**src/mpb_pkg.sv**
```systemverilog
// shared definitions for the message passing buffer
// holds widths, queue depth, the bus address map and the structs
// that carry flits, bus address phases and the status word
// all modules reference it by scoped name

package mpb_pkg;

  ////////////////////////////////////////////////////////////
  // widths and sizes
  ////////////////////////////////////////////////////////////

  localparam int FLIT_W   = 32;                // flit and bus data
  localparam int ADDR_W   = 32;                // bus address
  localparam int CHANNELS = 2;                 // NoC channels
  localparam int CH_W     = $clog2(CHANNELS);  // channel index bits
  localparam int DEPTH    = 8;                 // entries per queue, power of two
  localparam int PTR_W    = $clog2(DEPTH);     // queue pointer bits
  localparam int LVL_W    = 4;                 // holds 0..DEPTH

  localparam logic [LVL_W-1:0] LVL_FULL = LVL_W'(DEPTH);

  ////////////////////////////////////////////////////////////
  // address map
  ////////////////////////////////////////////////////////////

  // each channel owns a 16 byte window, picked by CH_BIT
  localparam int CH_BIT = 4;
  localparam int OFS_W  = CH_BIT - 2;  // word offset in window

  // write pushes a flit, read pops the ingress head
  localparam logic [OFS_W-1:0] OFS_DATA = OFS_W'(0);
  // write pushes the closing flit, read returns status
  localparam logic [OFS_W-1:0] OFS_CTRL = OFS_W'(1);

  ////////////////////////////////////////////////////////////
  // structs
  ////////////////////////////////////////////////////////////

  // one NoC flit plus end of message marker
  typedef struct packed {
    logic [FLIT_W-1:0] data;
    logic              last;
  } mpb_flit_t;

  // AHB-Lite address phase as seen by one endpoint
  typedef struct packed {
    logic              sel;    // this channel addressed
    logic [ADDR_W-1:0] addr;
    logic              write;
    logic [1:0]        trans;  // HTRANS
  } mpb_ahb_req_t;

  // status word, in_level sits in the low nibble
  typedef struct packed {
    logic [FLIT_W-3*LVL_W-2:0] pad;           // always zero
    logic                      in_head_last;  // ingress head ends a message
    logic [LVL_W-1:0]          out_msgs;      // complete messages waiting
    logic [LVL_W-1:0]          out_level;
    logic [LVL_W-1:0]          in_level;
  } mpb_status_t;

endpackage

```
**src/mpb_fifo.sv**
```systemverilog
// flit queue used for both ingress and egress of a channel
// circular buffer of DEPTH flits, each with its last marker
// head is visible combinationally, pop just advances the read side
// callers must not push when full or pop when empty

`timescale 1ns/1ps

module mpb_fifo (
  input  logic                       HCLK,
  input  logic                       HRESETn,
  input  logic                       push,
  input  mpb_pkg::mpb_flit_t         push_flit,
  input  logic                       pop,
  output mpb_pkg::mpb_flit_t         head,
  output logic                       empty,
  output logic                       full,
  output logic [mpb_pkg::LVL_W-1:0]  level
);

  mpb_pkg::mpb_flit_t        mem [mpb_pkg::DEPTH];  // flit storage
  logic [mpb_pkg::PTR_W-1:0] wr_ptr;
  logic [mpb_pkg::PTR_W-1:0] rd_ptr;

  // storage write
  always_ff @(posedge HCLK) begin
    if (push) mem[wr_ptr] <= push_flit;
  end

  // pointers and fill level
  always_ff @(posedge HCLK or negedge HRESETn) begin
    if (!HRESETn) begin
      wr_ptr <= '0;
      rd_ptr <= '0;
      level  <= '0;
    end else begin
      if (push) wr_ptr <= wr_ptr + 1'b1;  // wraps, depth is 2^n
      if (pop)  rd_ptr <= rd_ptr + 1'b1;
      case ({push, pop})
        2'b10:   level <= level + 1'b1;
        2'b01:   level <= level - 1'b1;
        default: ;                        // both or none, level holds
      endcase
    end
  end

  assign head  = mem[rd_ptr];
  assign empty = (level == '0);
  assign full  = (level == mpb_pkg::LVL_FULL);

  // the bus side and the NoC side both rely on the flags
  a_no_overflow : assert property (@(posedge HCLK) disable iff (!HRESETn)
    push |-> !full);
  a_no_underflow : assert property (@(posedge HCLK) disable iff (!HRESETn)
    pop |-> !empty);

endmodule

```
**src/mpb_msg_counter.sv**
```systemverilog
// counts complete messages held in an egress queue
// goes up when a last flit is pushed from the bus, down when a
// last flit leaves on the NoC; the NoC side is held off while zero

`timescale 1ns/1ps

module mpb_msg_counter (
  input  logic                      HCLK,
  input  logic                      HRESETn,
  input  logic                      msg_in,   // last flit pushed
  input  logic                      msg_out,  // last flit sent
  output logic [mpb_pkg::LVL_W-1:0] count,
  output logic                      any
);

  always_ff @(posedge HCLK or negedge HRESETn) begin
    if (!HRESETn) begin
      count <= '0;
    end else begin
      case ({msg_in, msg_out})
        2'b10:   count <= count + 1'b1;  // message complete
        2'b01:   count <= count - 1'b1;  // message gone
        default: ;                       // none, or one in one out
      endcase
    end
  end

  assign any = |count;

  // a message can only leave once the counter has seen it arrive
  a_no_underflow : assert property (@(posedge HCLK) disable iff (!HRESETn)
    msg_out |-> any);

endmodule

```
**src/mpb_ahb_fsm.sv**
```systemverilog
// AHB-Lite slave FSM for one channel
// samples the address phase, then pushes, pops or returns status in
// the data phase with zero wait states
// a push into a full egress queue or a pop from an empty ingress queue
// gets the two cycle ERROR response instead

`timescale 1ns/1ps

module mpb_ahb_fsm (
  input  logic                       HCLK,
  input  logic                       HRESETn,
  input  mpb_pkg::mpb_ahb_req_t      req,
  input  logic [mpb_pkg::FLIT_W-1:0] HWDATA,
  input  mpb_pkg::mpb_status_t       status,
  input  mpb_pkg::mpb_flit_t         in_head,
  input  logic                       in_empty,
  input  logic                       out_full,
  output logic                       out_push,
  output mpb_pkg::mpb_flit_t         out_flit,
  output logic                       in_pop,
  output logic [mpb_pkg::FLIT_W-1:0] HRDATA,
  output logic                       HREADYOUT,
  output logic                       HRESP
);

  typedef enum logic [1:0] {IDLE, DATA, ERR1} state_t;

  state_t                    state;
  state_t                    state_nxt;
  logic [mpb_pkg::OFS_W-1:0] ofs_q;    // word offset of current transfer
  logic                      wr_q;
  logic                      err_q;    // high through both error cycles
  logic [mpb_pkg::OFS_W-1:0] ofs_a;
  logic                      start;
  logic                      push_a;
  logic                      pop_a;
  logic                      full_a;
  logic                      empty_a;
  logic                      err_a;

  ////////////////////////////////////////////////////////////
  // address phase
  ////////////////////////////////////////////////////////////

  assign start  = req.sel && req.trans[1];  // NONSEQ or SEQ
  assign ofs_a  = req.addr[mpb_pkg::CH_BIT-1:2];
  assign push_a = req.write && (ofs_a == mpb_pkg::OFS_DATA || ofs_a == mpb_pkg::OFS_CTRL);
  assign pop_a  = !req.write && (ofs_a == mpb_pkg::OFS_DATA);

  // queue state as it will be in the data phase, counting the
  // push or pop of the transfer finishing now
  assign full_a  = out_full || (out_push && (status.out_level + 1'b1) == mpb_pkg::LVL_FULL);
  assign empty_a = in_empty || (in_pop && (status.in_level - 1'b1) == '0);
  assign err_a   = (push_a && full_a) || (pop_a && empty_a);

  always_comb begin
    state_nxt = IDLE;
    if (state == ERR1)  state_nxt = DATA;   // second error cycle
    else if (start)     state_nxt = err_a ? ERR1 : DATA;
  end

  always_ff @(posedge HCLK or negedge HRESETn) begin
    if (!HRESETn) begin
      state <= IDLE;
      ofs_q <= '0;
      wr_q  <= 1'b0;
      err_q <= 1'b0;
    end else begin
      state <= state_nxt;
      if (state != ERR1) begin           // no sampling while stalled
        err_q <= start && err_a;
        if (start) begin
          ofs_q <= ofs_a;
          wr_q  <= req.write;
        end
      end
    end
  end

  ////////////////////////////////////////////////////////////
  // data phase
  ////////////////////////////////////////////////////////////

  assign out_push = (state == DATA) && !err_q && wr_q &&
                    (ofs_q == mpb_pkg::OFS_DATA || ofs_q == mpb_pkg::OFS_CTRL);
  assign in_pop   = (state == DATA) && !err_q && !wr_q && (ofs_q == mpb_pkg::OFS_DATA);

  assign out_flit.data = HWDATA;
  assign out_flit.last = (ofs_q == mpb_pkg::OFS_CTRL);  // control offset closes message

  always_comb begin
    HRDATA = '0;                          // other offsets read zero
    if (state == DATA && !wr_q && !err_q) begin
      if (ofs_q == mpb_pkg::OFS_DATA)      HRDATA = in_head.data;
      else if (ofs_q == mpb_pkg::OFS_CTRL) HRDATA = status;
    end
  end

  assign HREADYOUT = (state != ERR1);
  assign HRESP     = err_q;

  // lookahead lets a data phase through only when its queue can take it
  a_lookahead_safe : assert property (@(posedge HCLK) disable iff (!HRESETn)
    !(out_push && out_full) && !(in_pop && in_empty));

endmodule

```
**src/mpb_endpoint.sv**
```systemverilog
// one NoC channel of the message passing buffer
// bus FSM in front of an egress and an ingress queue
// egress flits go out only while a complete message is buffered
// ingress flits are accepted whenever there is room

`timescale 1ns/1ps

module mpb_endpoint (
  input  logic                       HCLK,
  input  logic                       HRESETn,
  input  mpb_pkg::mpb_ahb_req_t      req,
  input  logic [mpb_pkg::FLIT_W-1:0] HWDATA,
  output logic [mpb_pkg::FLIT_W-1:0] HRDATA,
  output logic                       HREADYOUT,
  output logic                       HRESP,
  input  mpb_pkg::mpb_flit_t         noc_in,
  input  logic                       noc_in_valid,
  output logic                       noc_in_ready,
  output mpb_pkg::mpb_flit_t         noc_out,
  output logic                       noc_out_valid,
  input  logic                       noc_out_ready
);

  mpb_pkg::mpb_flit_t        in_head;
  mpb_pkg::mpb_flit_t        out_flit;   // from the bus
  mpb_pkg::mpb_status_t      status;
  logic                      in_empty, in_full, in_pop;
  logic                      out_empty, out_full, out_push;
  logic [mpb_pkg::LVL_W-1:0] in_level, out_level, msg_count;
  logic                      msg_any;
  logic                      in_fire, out_fire;

  assign in_fire       = noc_in_valid && noc_in_ready;
  assign out_fire      = noc_out_valid && noc_out_ready;
  assign noc_in_ready  = !in_full;
  assign noc_out_valid = msg_any;    // whole message buffered

  always_comb begin
    status              = '0;
    status.in_level     = in_level;
    status.out_level    = out_level;
    status.out_msgs     = msg_count;
    status.in_head_last = in_head.last && !in_empty;
  end

  mpb_ahb_fsm u_fsm (
    .HCLK, .HRESETn, .req, .HWDATA, .status, .in_head, .in_empty, .out_full,
    .out_push, .out_flit, .in_pop, .HRDATA, .HREADYOUT, .HRESP
  );

  // bus to NoC
  mpb_fifo u_egress (
    .HCLK, .HRESETn, .push(out_push), .push_flit(out_flit), .pop(out_fire),
    .head(noc_out), .empty(out_empty), .full(out_full), .level(out_level)
  );

  // NoC to bus
  mpb_fifo u_ingress (
    .HCLK, .HRESETn, .push(in_fire), .push_flit(noc_in), .pop(in_pop),
    .head(in_head), .empty(in_empty), .full(in_full), .level(in_level)
  );

  mpb_msg_counter u_msgs (
    .HCLK, .HRESETn,
    .msg_in  (out_push && out_flit.last),
    .msg_out (out_fire && noc_out.last),
    .count   (msg_count),
    .any     (msg_any)
  );

  // counted messages always have their flits in the egress queue
  a_msgs_buffered : assert property (@(posedge HCLK) disable iff (!HRESETn)
    msg_any |-> !out_empty);

endmodule

```
**src/mpb.sv**
```systemverilog
// top of the message passing buffer
// one AHB-Lite slave port shared by CHANNELS NoC endpoints
// the channel comes from address bit CH_BIT, is latched with the
// address phase and steers the response of the data phase

`timescale 1ns/1ps

module mpb (
  input  logic                                          HCLK,
  input  logic                                          HRESETn,
  input  logic                                          HSEL,
  input  logic [mpb_pkg::ADDR_W-1:0]                    HADDR,
  input  logic [mpb_pkg::FLIT_W-1:0]                    HWDATA,
  input  logic                                          HWRITE,
  input  logic [1:0]                                    HTRANS,
  output logic [mpb_pkg::FLIT_W-1:0]                    HRDATA,
  output logic                                          HREADYOUT,
  output logic                                          HRESP,
  input  mpb_pkg::mpb_flit_t [mpb_pkg::CHANNELS-1:0]    noc_in,
  input  logic [mpb_pkg::CHANNELS-1:0]                  noc_in_valid,
  output logic [mpb_pkg::CHANNELS-1:0]                  noc_in_ready,
  output mpb_pkg::mpb_flit_t [mpb_pkg::CHANNELS-1:0]    noc_out,
  output logic [mpb_pkg::CHANNELS-1:0]                  noc_out_valid,
  input  logic [mpb_pkg::CHANNELS-1:0]                  noc_out_ready
);

  logic [mpb_pkg::CH_W-1:0]                            ch_a;       // address phase
  logic [mpb_pkg::CH_W-1:0]                            ch_q;       // data phase
  logic [mpb_pkg::CHANNELS-1:0]                        ch_onehot;
  mpb_pkg::mpb_ahb_req_t [mpb_pkg::CHANNELS-1:0]       ep_req;
  logic [mpb_pkg::CHANNELS-1:0][mpb_pkg::FLIT_W-1:0]   ep_rdata;
  logic [mpb_pkg::CHANNELS-1:0]                        ep_ready;
  logic [mpb_pkg::CHANNELS-1:0]                        ep_resp;

  ////////////////////////////////////////////////////////////
  // channel decode
  ////////////////////////////////////////////////////////////

  assign ch_a      = HADDR[mpb_pkg::CH_BIT +: mpb_pkg::CH_W];
  assign ch_onehot = {{(mpb_pkg::CHANNELS-1){1'b0}}, 1'b1} << ch_a;

  // latch on every accepted address phase
  always_ff @(posedge HCLK or negedge HRESETn) begin
    if (!HRESETn)       ch_q <= '0;
    else if (HREADYOUT) ch_q <= ch_a;
  end

  // response of the channel owning the data phase
  assign HRDATA    = ep_rdata[ch_q];
  assign HREADYOUT = ep_ready[ch_q];
  assign HRESP     = ep_resp[ch_q];

  for (genvar c = 0; c < mpb_pkg::CHANNELS; c++) begin : g_ch
    // sel only while the bus is ready, so a stalled phase is not taken twice
    assign ep_req[c].sel   = HSEL && HREADYOUT && ch_onehot[c];
    assign ep_req[c].addr  = HADDR;
    assign ep_req[c].write = HWRITE;
    assign ep_req[c].trans = HTRANS;

    mpb_endpoint u_ep (
      .HCLK, .HRESETn, .req(ep_req[c]), .HWDATA,
      .HRDATA        (ep_rdata[c]),
      .HREADYOUT     (ep_ready[c]),
      .HRESP         (ep_resp[c]),
      .noc_in        (noc_in[c]),
      .noc_in_valid  (noc_in_valid[c]),
      .noc_in_ready  (noc_in_ready[c]),
      .noc_out       (noc_out[c]),
      .noc_out_valid (noc_out_valid[c]),
      .noc_out_ready (noc_out_ready[c])
    );
  end

endmodule

```
**config.mk**
```make
export PLATFORM = sky130hd
export DESIGN_NAME = mpb
export DESIGN_NICKNAME = d
export VERILOG_FILES = /design/src/mpb_pkg.sv /design/src/mpb_fifo.sv /design/src/mpb_msg_counter.sv /design/src/mpb_ahb_fsm.sv /design/src/mpb_endpoint.sv /design/src/mpb.sv
export SDC_FILE = /design/constraint.sdc
export NUM_CORES = 1
export LEC_CHECK = 0
export BUFFER_PORTS_ARGS = -buffer_cell sky130_fd_sc_hd__buf_4
export CAP_MARGIN = 20
export CORE_MARGIN = 5
export CORE_UTILIZATION = 65
export CTS_BUF_LIST = sky130_fd_sc_hd__clkbuf_4
export CTS_CLUSTER_DIAMETER = 50
export DETAILED_ROUTE_END_ITERATION = 8
export GPL_TIMING_DRIVEN = 0
export PLACE_DENSITY = 0.88
export SLEW_MARGIN = 20
export SYNTH_ARGS = -nofsm -noshare
export SYNTH_HDL_FRONTEND = slang
export SYNTH_SLANG_ARGS = --single-unit
```
**constraint.sdc**
```tcl
create_clock -name HCLK -period 12.5 [get_ports HCLK]
set_input_delay 2.5 -clock HCLK [delete_from_list [all_inputs] [get_ports HCLK]]
set_output_delay 2.5 -clock HCLK [all_outputs]
set_load 0.01 [all_outputs]
```
======== Yosys cells after proc, flatten, opt, wreduce, memory -nomap -nowiden ========
Memory sizes are Yosys's and may differ from the RTL's.
Index checks and enable logic that the tools add are counted.
word-level totals
  register bits ........................... 61
  RAM bits ................................ 1056
  input bits .............................. 140
  output and inout bits ................... 104
  logic and storage cells ................. 184
  memories ................................ 4
memories
  memory                      depth  bits a word  read ports  clocked after Yosys merged registers in  wr ports  line            RTL
  g_ch[0].u_ep.u_egress.mem   8      33           1           0                                        1         mpb_fifo.sv:20  mpb_pkg::mpb_flit_t mem [mpb_pkg::DEPTH];
  g_ch[0].u_ep.u_ingress.mem  8      33           1           0                                        1         mpb_fifo.sv:20
  g_ch[1].u_ep.u_egress.mem   8      33           1           0                                        1         mpb_fifo.sv:20
  g_ch[1].u_ep.u_ingress.mem  8      33           1           0                                        1         mpb_fifo.sv:20
cells by class
  add/subtract/negate cells ............... 20
  order comparisons ....................... 1
  eq/ne operators ......................... 27
  shift-type cells ........................ 1
  muxes and demuxes ....................... 32
  reductions and logical operators ........ 76
operators by type and width
  kind                                                                           count
  32-bit two-way mux                                                             6
  4-bit one-hot mux with 2 select lines                                          6
  1-bit logical AND                                                              41
  13-bit two-way mux                                                             2
  3-bit by 1-bit adder with 3-bit output (second input constant)                 8
  4-bit by 1-bit adder with 4-bit output (second input constant)                 6
  4-bit == test (second input constant)                                          6
  4-bit by 1-bit subtractor with 4-bit output (second input constant)            6
  2-bit by 1-bit == test with 1-bit output (second input constant)               11
  2-bit == test (second input constant)                                          8
  4-bit logical NOT                                                              4
  1-bit two-way mux                                                              12
  2-bit two-way mux                                                              6
  2-bit nonzero test                                                             6
  1-bit logical NOT                                                              9
  1-bit logical OR                                                               9
  4-bit OR reduction                                                             2
  2-bit logical NOT                                                              3
  2-bit inequality test (second input constant)                                  2
  2-bit AND reduction                                                            2
  1-bit by 2-bit less-than comparator with 1-bit output (second input constant)  1
  1-bit by 1-bit << shifter with 2-bit output (first input constant)             1

======== Depth between registers and ports, before layout ========
  word-level depth ........................ 11
  depth in mapped cells ................... 10
  depth with buffers taken out ............ 9

======== By module ========
A second synthesis with hierarchy kept.
second synthesis, totals
  cell total of the unflattened synthesis .. 2058
  area, all modules ....................... 45580.0 um^2
modules (own cells, without submodules)
  module                                times used  cells each  area an instance (um^2)  sequential area each (um^2)
  mpb_fifo (g_ch[0].u_ep.u_egress ...)  3           436         10639.0                  8177.8
  mpb_fifo (g_ch[0].u_ep.u_ingress)     1           436         10642.7                  8177.8
  mpb_ahb_fsm                           2           104         962.2                    150.1
  mpb_msg_counter                       2           24          264.0                    100.1
  mpb                                   1           44          490.5                    25.0
  mpb_endpoint                          2           7           38.8                     0.0

======== Worst setup path after synthesis ========
OpenSTA, ideal clock, no wires.
  kind .................................... in2reg
  from .................................... in noc_in_valid[1] in the netlist's numbering
  to ...................................... mem g_ch[1].u_ep.u_ingress.mem[0][0] in the netlist's numbering (enable)
  setup time .............................. 464 ps
  data arrival time ....................... 5181 ps
  required time ........................... 12036 ps
  setup slack ............................. 6854 ps
  stages on the path ...................... 3
  path buffers ............................ 0
  path through ............................ nand2_1 > or2_2 > nor3_1
on the way
  cells in the longest elaborated chain, start to end .. 3
RTL lines
  element                                  line                RTL
  start: declaration                       mpb.sv:20           input logic [mpb_pkg::CHANNELS-1:0] noc_in_valid,
  1-bit logical AND                        mpb_endpoint.sv:33  assign in_fire = noc_in_valid && noc_in_ready;
  1-bit two-way mux                        mpb_fifo.sv:26      if (push) mem[wr_ptr] <= push_flit;
  1-bit two-way mux (not written as such)  mpb_fifo.sv:26
  end: declaration                         mpb_fifo.sv:20
Every way passes these cells.

======== Worst setup path after layout ========
  from .................................... reg g_ch[1].u_ep.u_ingress.rd_ptr[1] in the netlist's numbering
  to ...................................... out HRDATA[10] in the netlist's numbering
on the way
  cells in the longest elaborated chain, start to end .. 5
RTL lines
  element                                                line               RTL
  start: declaration                                     mpb_fifo.sv:22     logic [mpb_pkg::PTR_W-1:0] rd_ptr;
  start signal: assignment                               mpb_fifo.sv:37     if (pop) rd_ptr <= rd_ptr + 1'b1;
  memory read 8 x 33 bit                                 --
  32-bit two-way mux                                     mpb_ahb_fsm.sv:94  if (ofs_q == mpb_pkg::OFS_DATA) HRDATA = in_head.data;
  32-bit two-way mux                                     mpb_ahb_fsm.sv:93  if (state == DATA && !wr_q && !err_q) begin
  32-bit two-way mux (not written as such) (2 in a row)  mpb.sv:49          assign HRDATA = ep_rdata[ch_q];
  end: declaration                                       mpb.sv:16          output logic [mpb_pkg::FLIT_W-1:0] HRDATA,
Every way passes these cells. The select of a mux whose other input is x is not followed.

==> results.toml <==
[outcome]
status = "finished, final reports clean"

[sta]
drv_slew = 0
fin_crit_sh_pct = 51.31
setup_viol = 0
rsz0062_at_grt = "no"
finalSetupTns_ps = 0
fin_skew_ps = 122.3
max_slew_margin_pct = 35.43
tightest_slew_ps = 968.6
fmax_ghz = 0.1559
hold_viol_final = 0
period_needed_ps = 6414

[setup_path]
end_kind = "primary output"
cp-start-kind = "register"
timing_worst_setup_path_type = "reg2out"
crit_required_ps = 10000
critPathArrivalTime_ps = 3910
cp_max_fo = 10

[finish]
final_nets = 2734
drive_gt1_share_pct = 42.40
mostFrequentLayoutCells = "edfxtp_1, clkbuf_4, mux4_2"
layout_commonest_cell = "edfxtp_1"
area_growth_pct = 16.60

[power_and_ir_drop]
clockPowerShare_pct = 26.8
p_per_area_mw_per_mm2 = 214.8
finalPower_w = 0.01092
pwr-share-seq_pct = 42.6
p_int_w = 0.007462
switching_share_pct = 31.65
cellLeakagePower_nw = 17.35
ir_drop_mv = 0.1455
switchingPower_w = 0.003455
p_comb_share_pct = 30.5

[yosys]
yosys_warnings = 0
synth_top_area_cell = "edfxtp_1"
yosys-top-cells-area = "edfxtp_1, mux4_2, dfrtp_1"
synth_flop_cell = "edfxtp_1"
synth_top_area_share_pct = 72.76
ys_seq_elements = 1117
synthArstFlopShare_pct = 5.461
synthesis.instances = 1978
synth.yosys.seq_area_share_pct = 76.26
syn-num-nets = 2154
synth_edf_count = 1056
syn_area_mm2 = 0.04358
ys_types = 56
avgSynthCellArea_um2 = 22.03

[floorplan]
ios = 244
fp.dieW_um = 268.9
die-area_mm2 = 0.07233
coreArea_mm2 = 0.06680
die-height_um = 268.9
num_rows = 95
start_util_pct = 65.24

[cts]
cts_tree = "done"
cts_resized = 0
clock_tree.root_cell = "clkbuf_4"
clk_latency_ps = 1150
numCtsBuffers = 281
clockBufferDepth = 4
cts_setup_buffers = 0
h-tree-depth = 5
cts.sinks = 1117
path_clk_slew_ps = 80
cts_hold_repair.buffers = 0

[route]
drc = 0
wirelength_um = 111900
viasPerCell = 6.607
wl_per_cell_um = 30.86
drt_iter0_drc = 3359
firstDrtPassIters = 6
vias = 23950
ant_nets = 0

[global_route]
grt_pass1_vias = 25510
grt_max_degree = 62
grt_first_pass_wirelength_um = 161700
grt_overflow = 0
antenna_found_initial = 17
track_usage_pct = 31.08

[worst_hold_path]
hp-class = "reg2reg"

[place]
place.gp.congestion = 0.8242
port-buffer-count = 213
dp_hpwl_um = 70020

[run]
maxCapViolCount = 0
==> state kept, by name (all words and copies together), names as in the netlist, 2 cells and up <==
name	cells
g_ch.u_ep.u_egress.level	8
g_ch.u_ep.u_egress.mem	528
g_ch.u_ep.u_egress.rd_ptr	6
g_ch.u_ep.u_egress.wr_ptr	6
g_ch.u_ep.u_fsm.HRESP	2
g_ch.u_ep.u_fsm.ofs_q	4
g_ch.u_ep.u_fsm.state	4
g_ch.u_ep.u_fsm.wr_q	2
g_ch.u_ep.u_ingress.level	8
g_ch.u_ep.u_ingress.mem	528
g_ch.u_ep.u_ingress.rd_ptr	6
g_ch.u_ep.u_ingress.wr_ptr	6
g_ch.u_ep.u_msgs.count	8
==> area by class of cell <==
type                            count  area [um^2]
Sequential cell                  1117        33240
Buffer                            100        483.0
Clock inverter                     68        272.8
Timing Repair Buffer              297         2638
Multi-Input combinational cell    740         9995
Fill cell                        3231        15980
Clock buffer                      400         3003
Antenna cell                        9        22.52
Inverter                           21        78.83
Tap cell                          873         1092
==> power by group through the flow <==
stage / clock [W] / sequential [W] / combinational (W)
6_report: 0.00293 / 0.00466 / 0.00333
5_1_grt: 0.00319 / 0.00467 / 0.00350
3_5_place_dp: 0 / 0.00471 / 0.00326
3_3_place_gp: 0 / 0.00470 / 0.00301
2_1_floorplan: 0 / 0.00466 / 0.00207
4_1_cts: 0.00296 / 0.00465 / 0.00333
==> worst max-delay path, cell delays in order, from the launching register on <==
cell and delay [ps]:
dfrtp_1 370, clkbuf_1 400, buf_2 360, buf_2 380
mux4_2 350, mux2i_1 500, o211ai_1 250, buf_4 210
==> final timing paths <==
check / cells past startpoint / startpoint / end / slack (ps)
setup / recovery: 7 / g_ch[1].u_ep.u_ingress.rd_ptr[1] / HRDATA[10] / 6090
hold / removal: 1 / g_ch[0].u_ep.u_msgs.count[3] / g_ch[0].u_ep.u_msgs.count[3] / 520
setup reg to reg: 10 / g_ch[1].u_ep.u_ingress.level[0] / g_ch[1].u_ep.u_ingress.mem[0][22] / 8810
hold reg to reg: 1 / g_ch[0].u_ep.u_msgs.count[3] / g_ch[0].u_ep.u_msgs.count[3] / 520
max in group asynchronous: 1 / HRESETn / g_ch[1].u_ep.u_msgs.count[0] / 10350
min in group asynchronous: 1 / HRESETn / g_ch[0].u_ep.u_ingress.wr_ptr[1] / 1510
==> per-layer routing <==
metal | up-vias | part of all wire, % | wire [um] | track usage [%]
met4 | 16 | 5.9 | 6627 | 16.95
met3 | 405 | 10 | 11440 | 9.006
li1 | 9564 | - | - | -
met2 | 1883 | 52 | 57810 | 52.07
met1 | 12080 | 32 | 35890 | 36.83
met5 | - | 0.10 | 113 | 0
==> synthesized netlist by cell type (5+ instances only) <==
cell	instances
o22ai_1	21
buf_1	5
mux4_2	262
buf_4	10
a22oi_1	24
buf_2	44
nor2b_1	5
nand2b_1	11
o211ai_1	12
ha_1	34
xor2_1	14
and2_1	6
nand3_1	7
xnor2_1	26
clkbuf_1	39
o21ai_0	9
nor3_1	20
mux2i_1	62
mux2_2	81
nand2_1	41
inv_1	18
nor2_1	34
edfxtp_1	1056
a21oi_1	12
dfrtp_1	61
==> cells by family (layout without fill, tap and decap cells) <==
| family | count (synthesis) | after routing | share of synthesized area (%) |
|---|---|---|---|
| buffers and inverters | 121 | 886 | 1.289 |
| flip-flops | 1117 | 1117 | 76.26 |
| multiplexers | 405 | 405 | 17.06 |
| AND/OR/NAND/NOR | 158 | 158 | 1.938 |
| adder cells (fa/ha/maj) | 36 | 36 | 1.068 |
| AO/OA/AOI/OAI | 101 | 101 | 1.588 |
| XOR/XNOR | 40 | 40 | 0.8038 |
| other | 0 | 9 | 0 |
==> stage by stage <==
stage / worst slack [ps] / hold WS [ps] / std cells / utilization [%] / instance area (um^2)
finish: 6086 / 524.3 / 3625 / 76.08 / 50820
global placement: 4231 / 482.8 / 3064 / 69.27 / 46280
detailed placement: 7361 / 521.1 / 3148 / 71.14 / 47520
global route: 6049 / 549.7 / 3624 / 76.07 / 50820
CTS: 6052 / 519.8 / 3616 / 76.04 / 50800
floorplan: 6854 / 459.7 / 1978 / - / 43580
No activity file was read; power rests on OpenSTA's default activity.
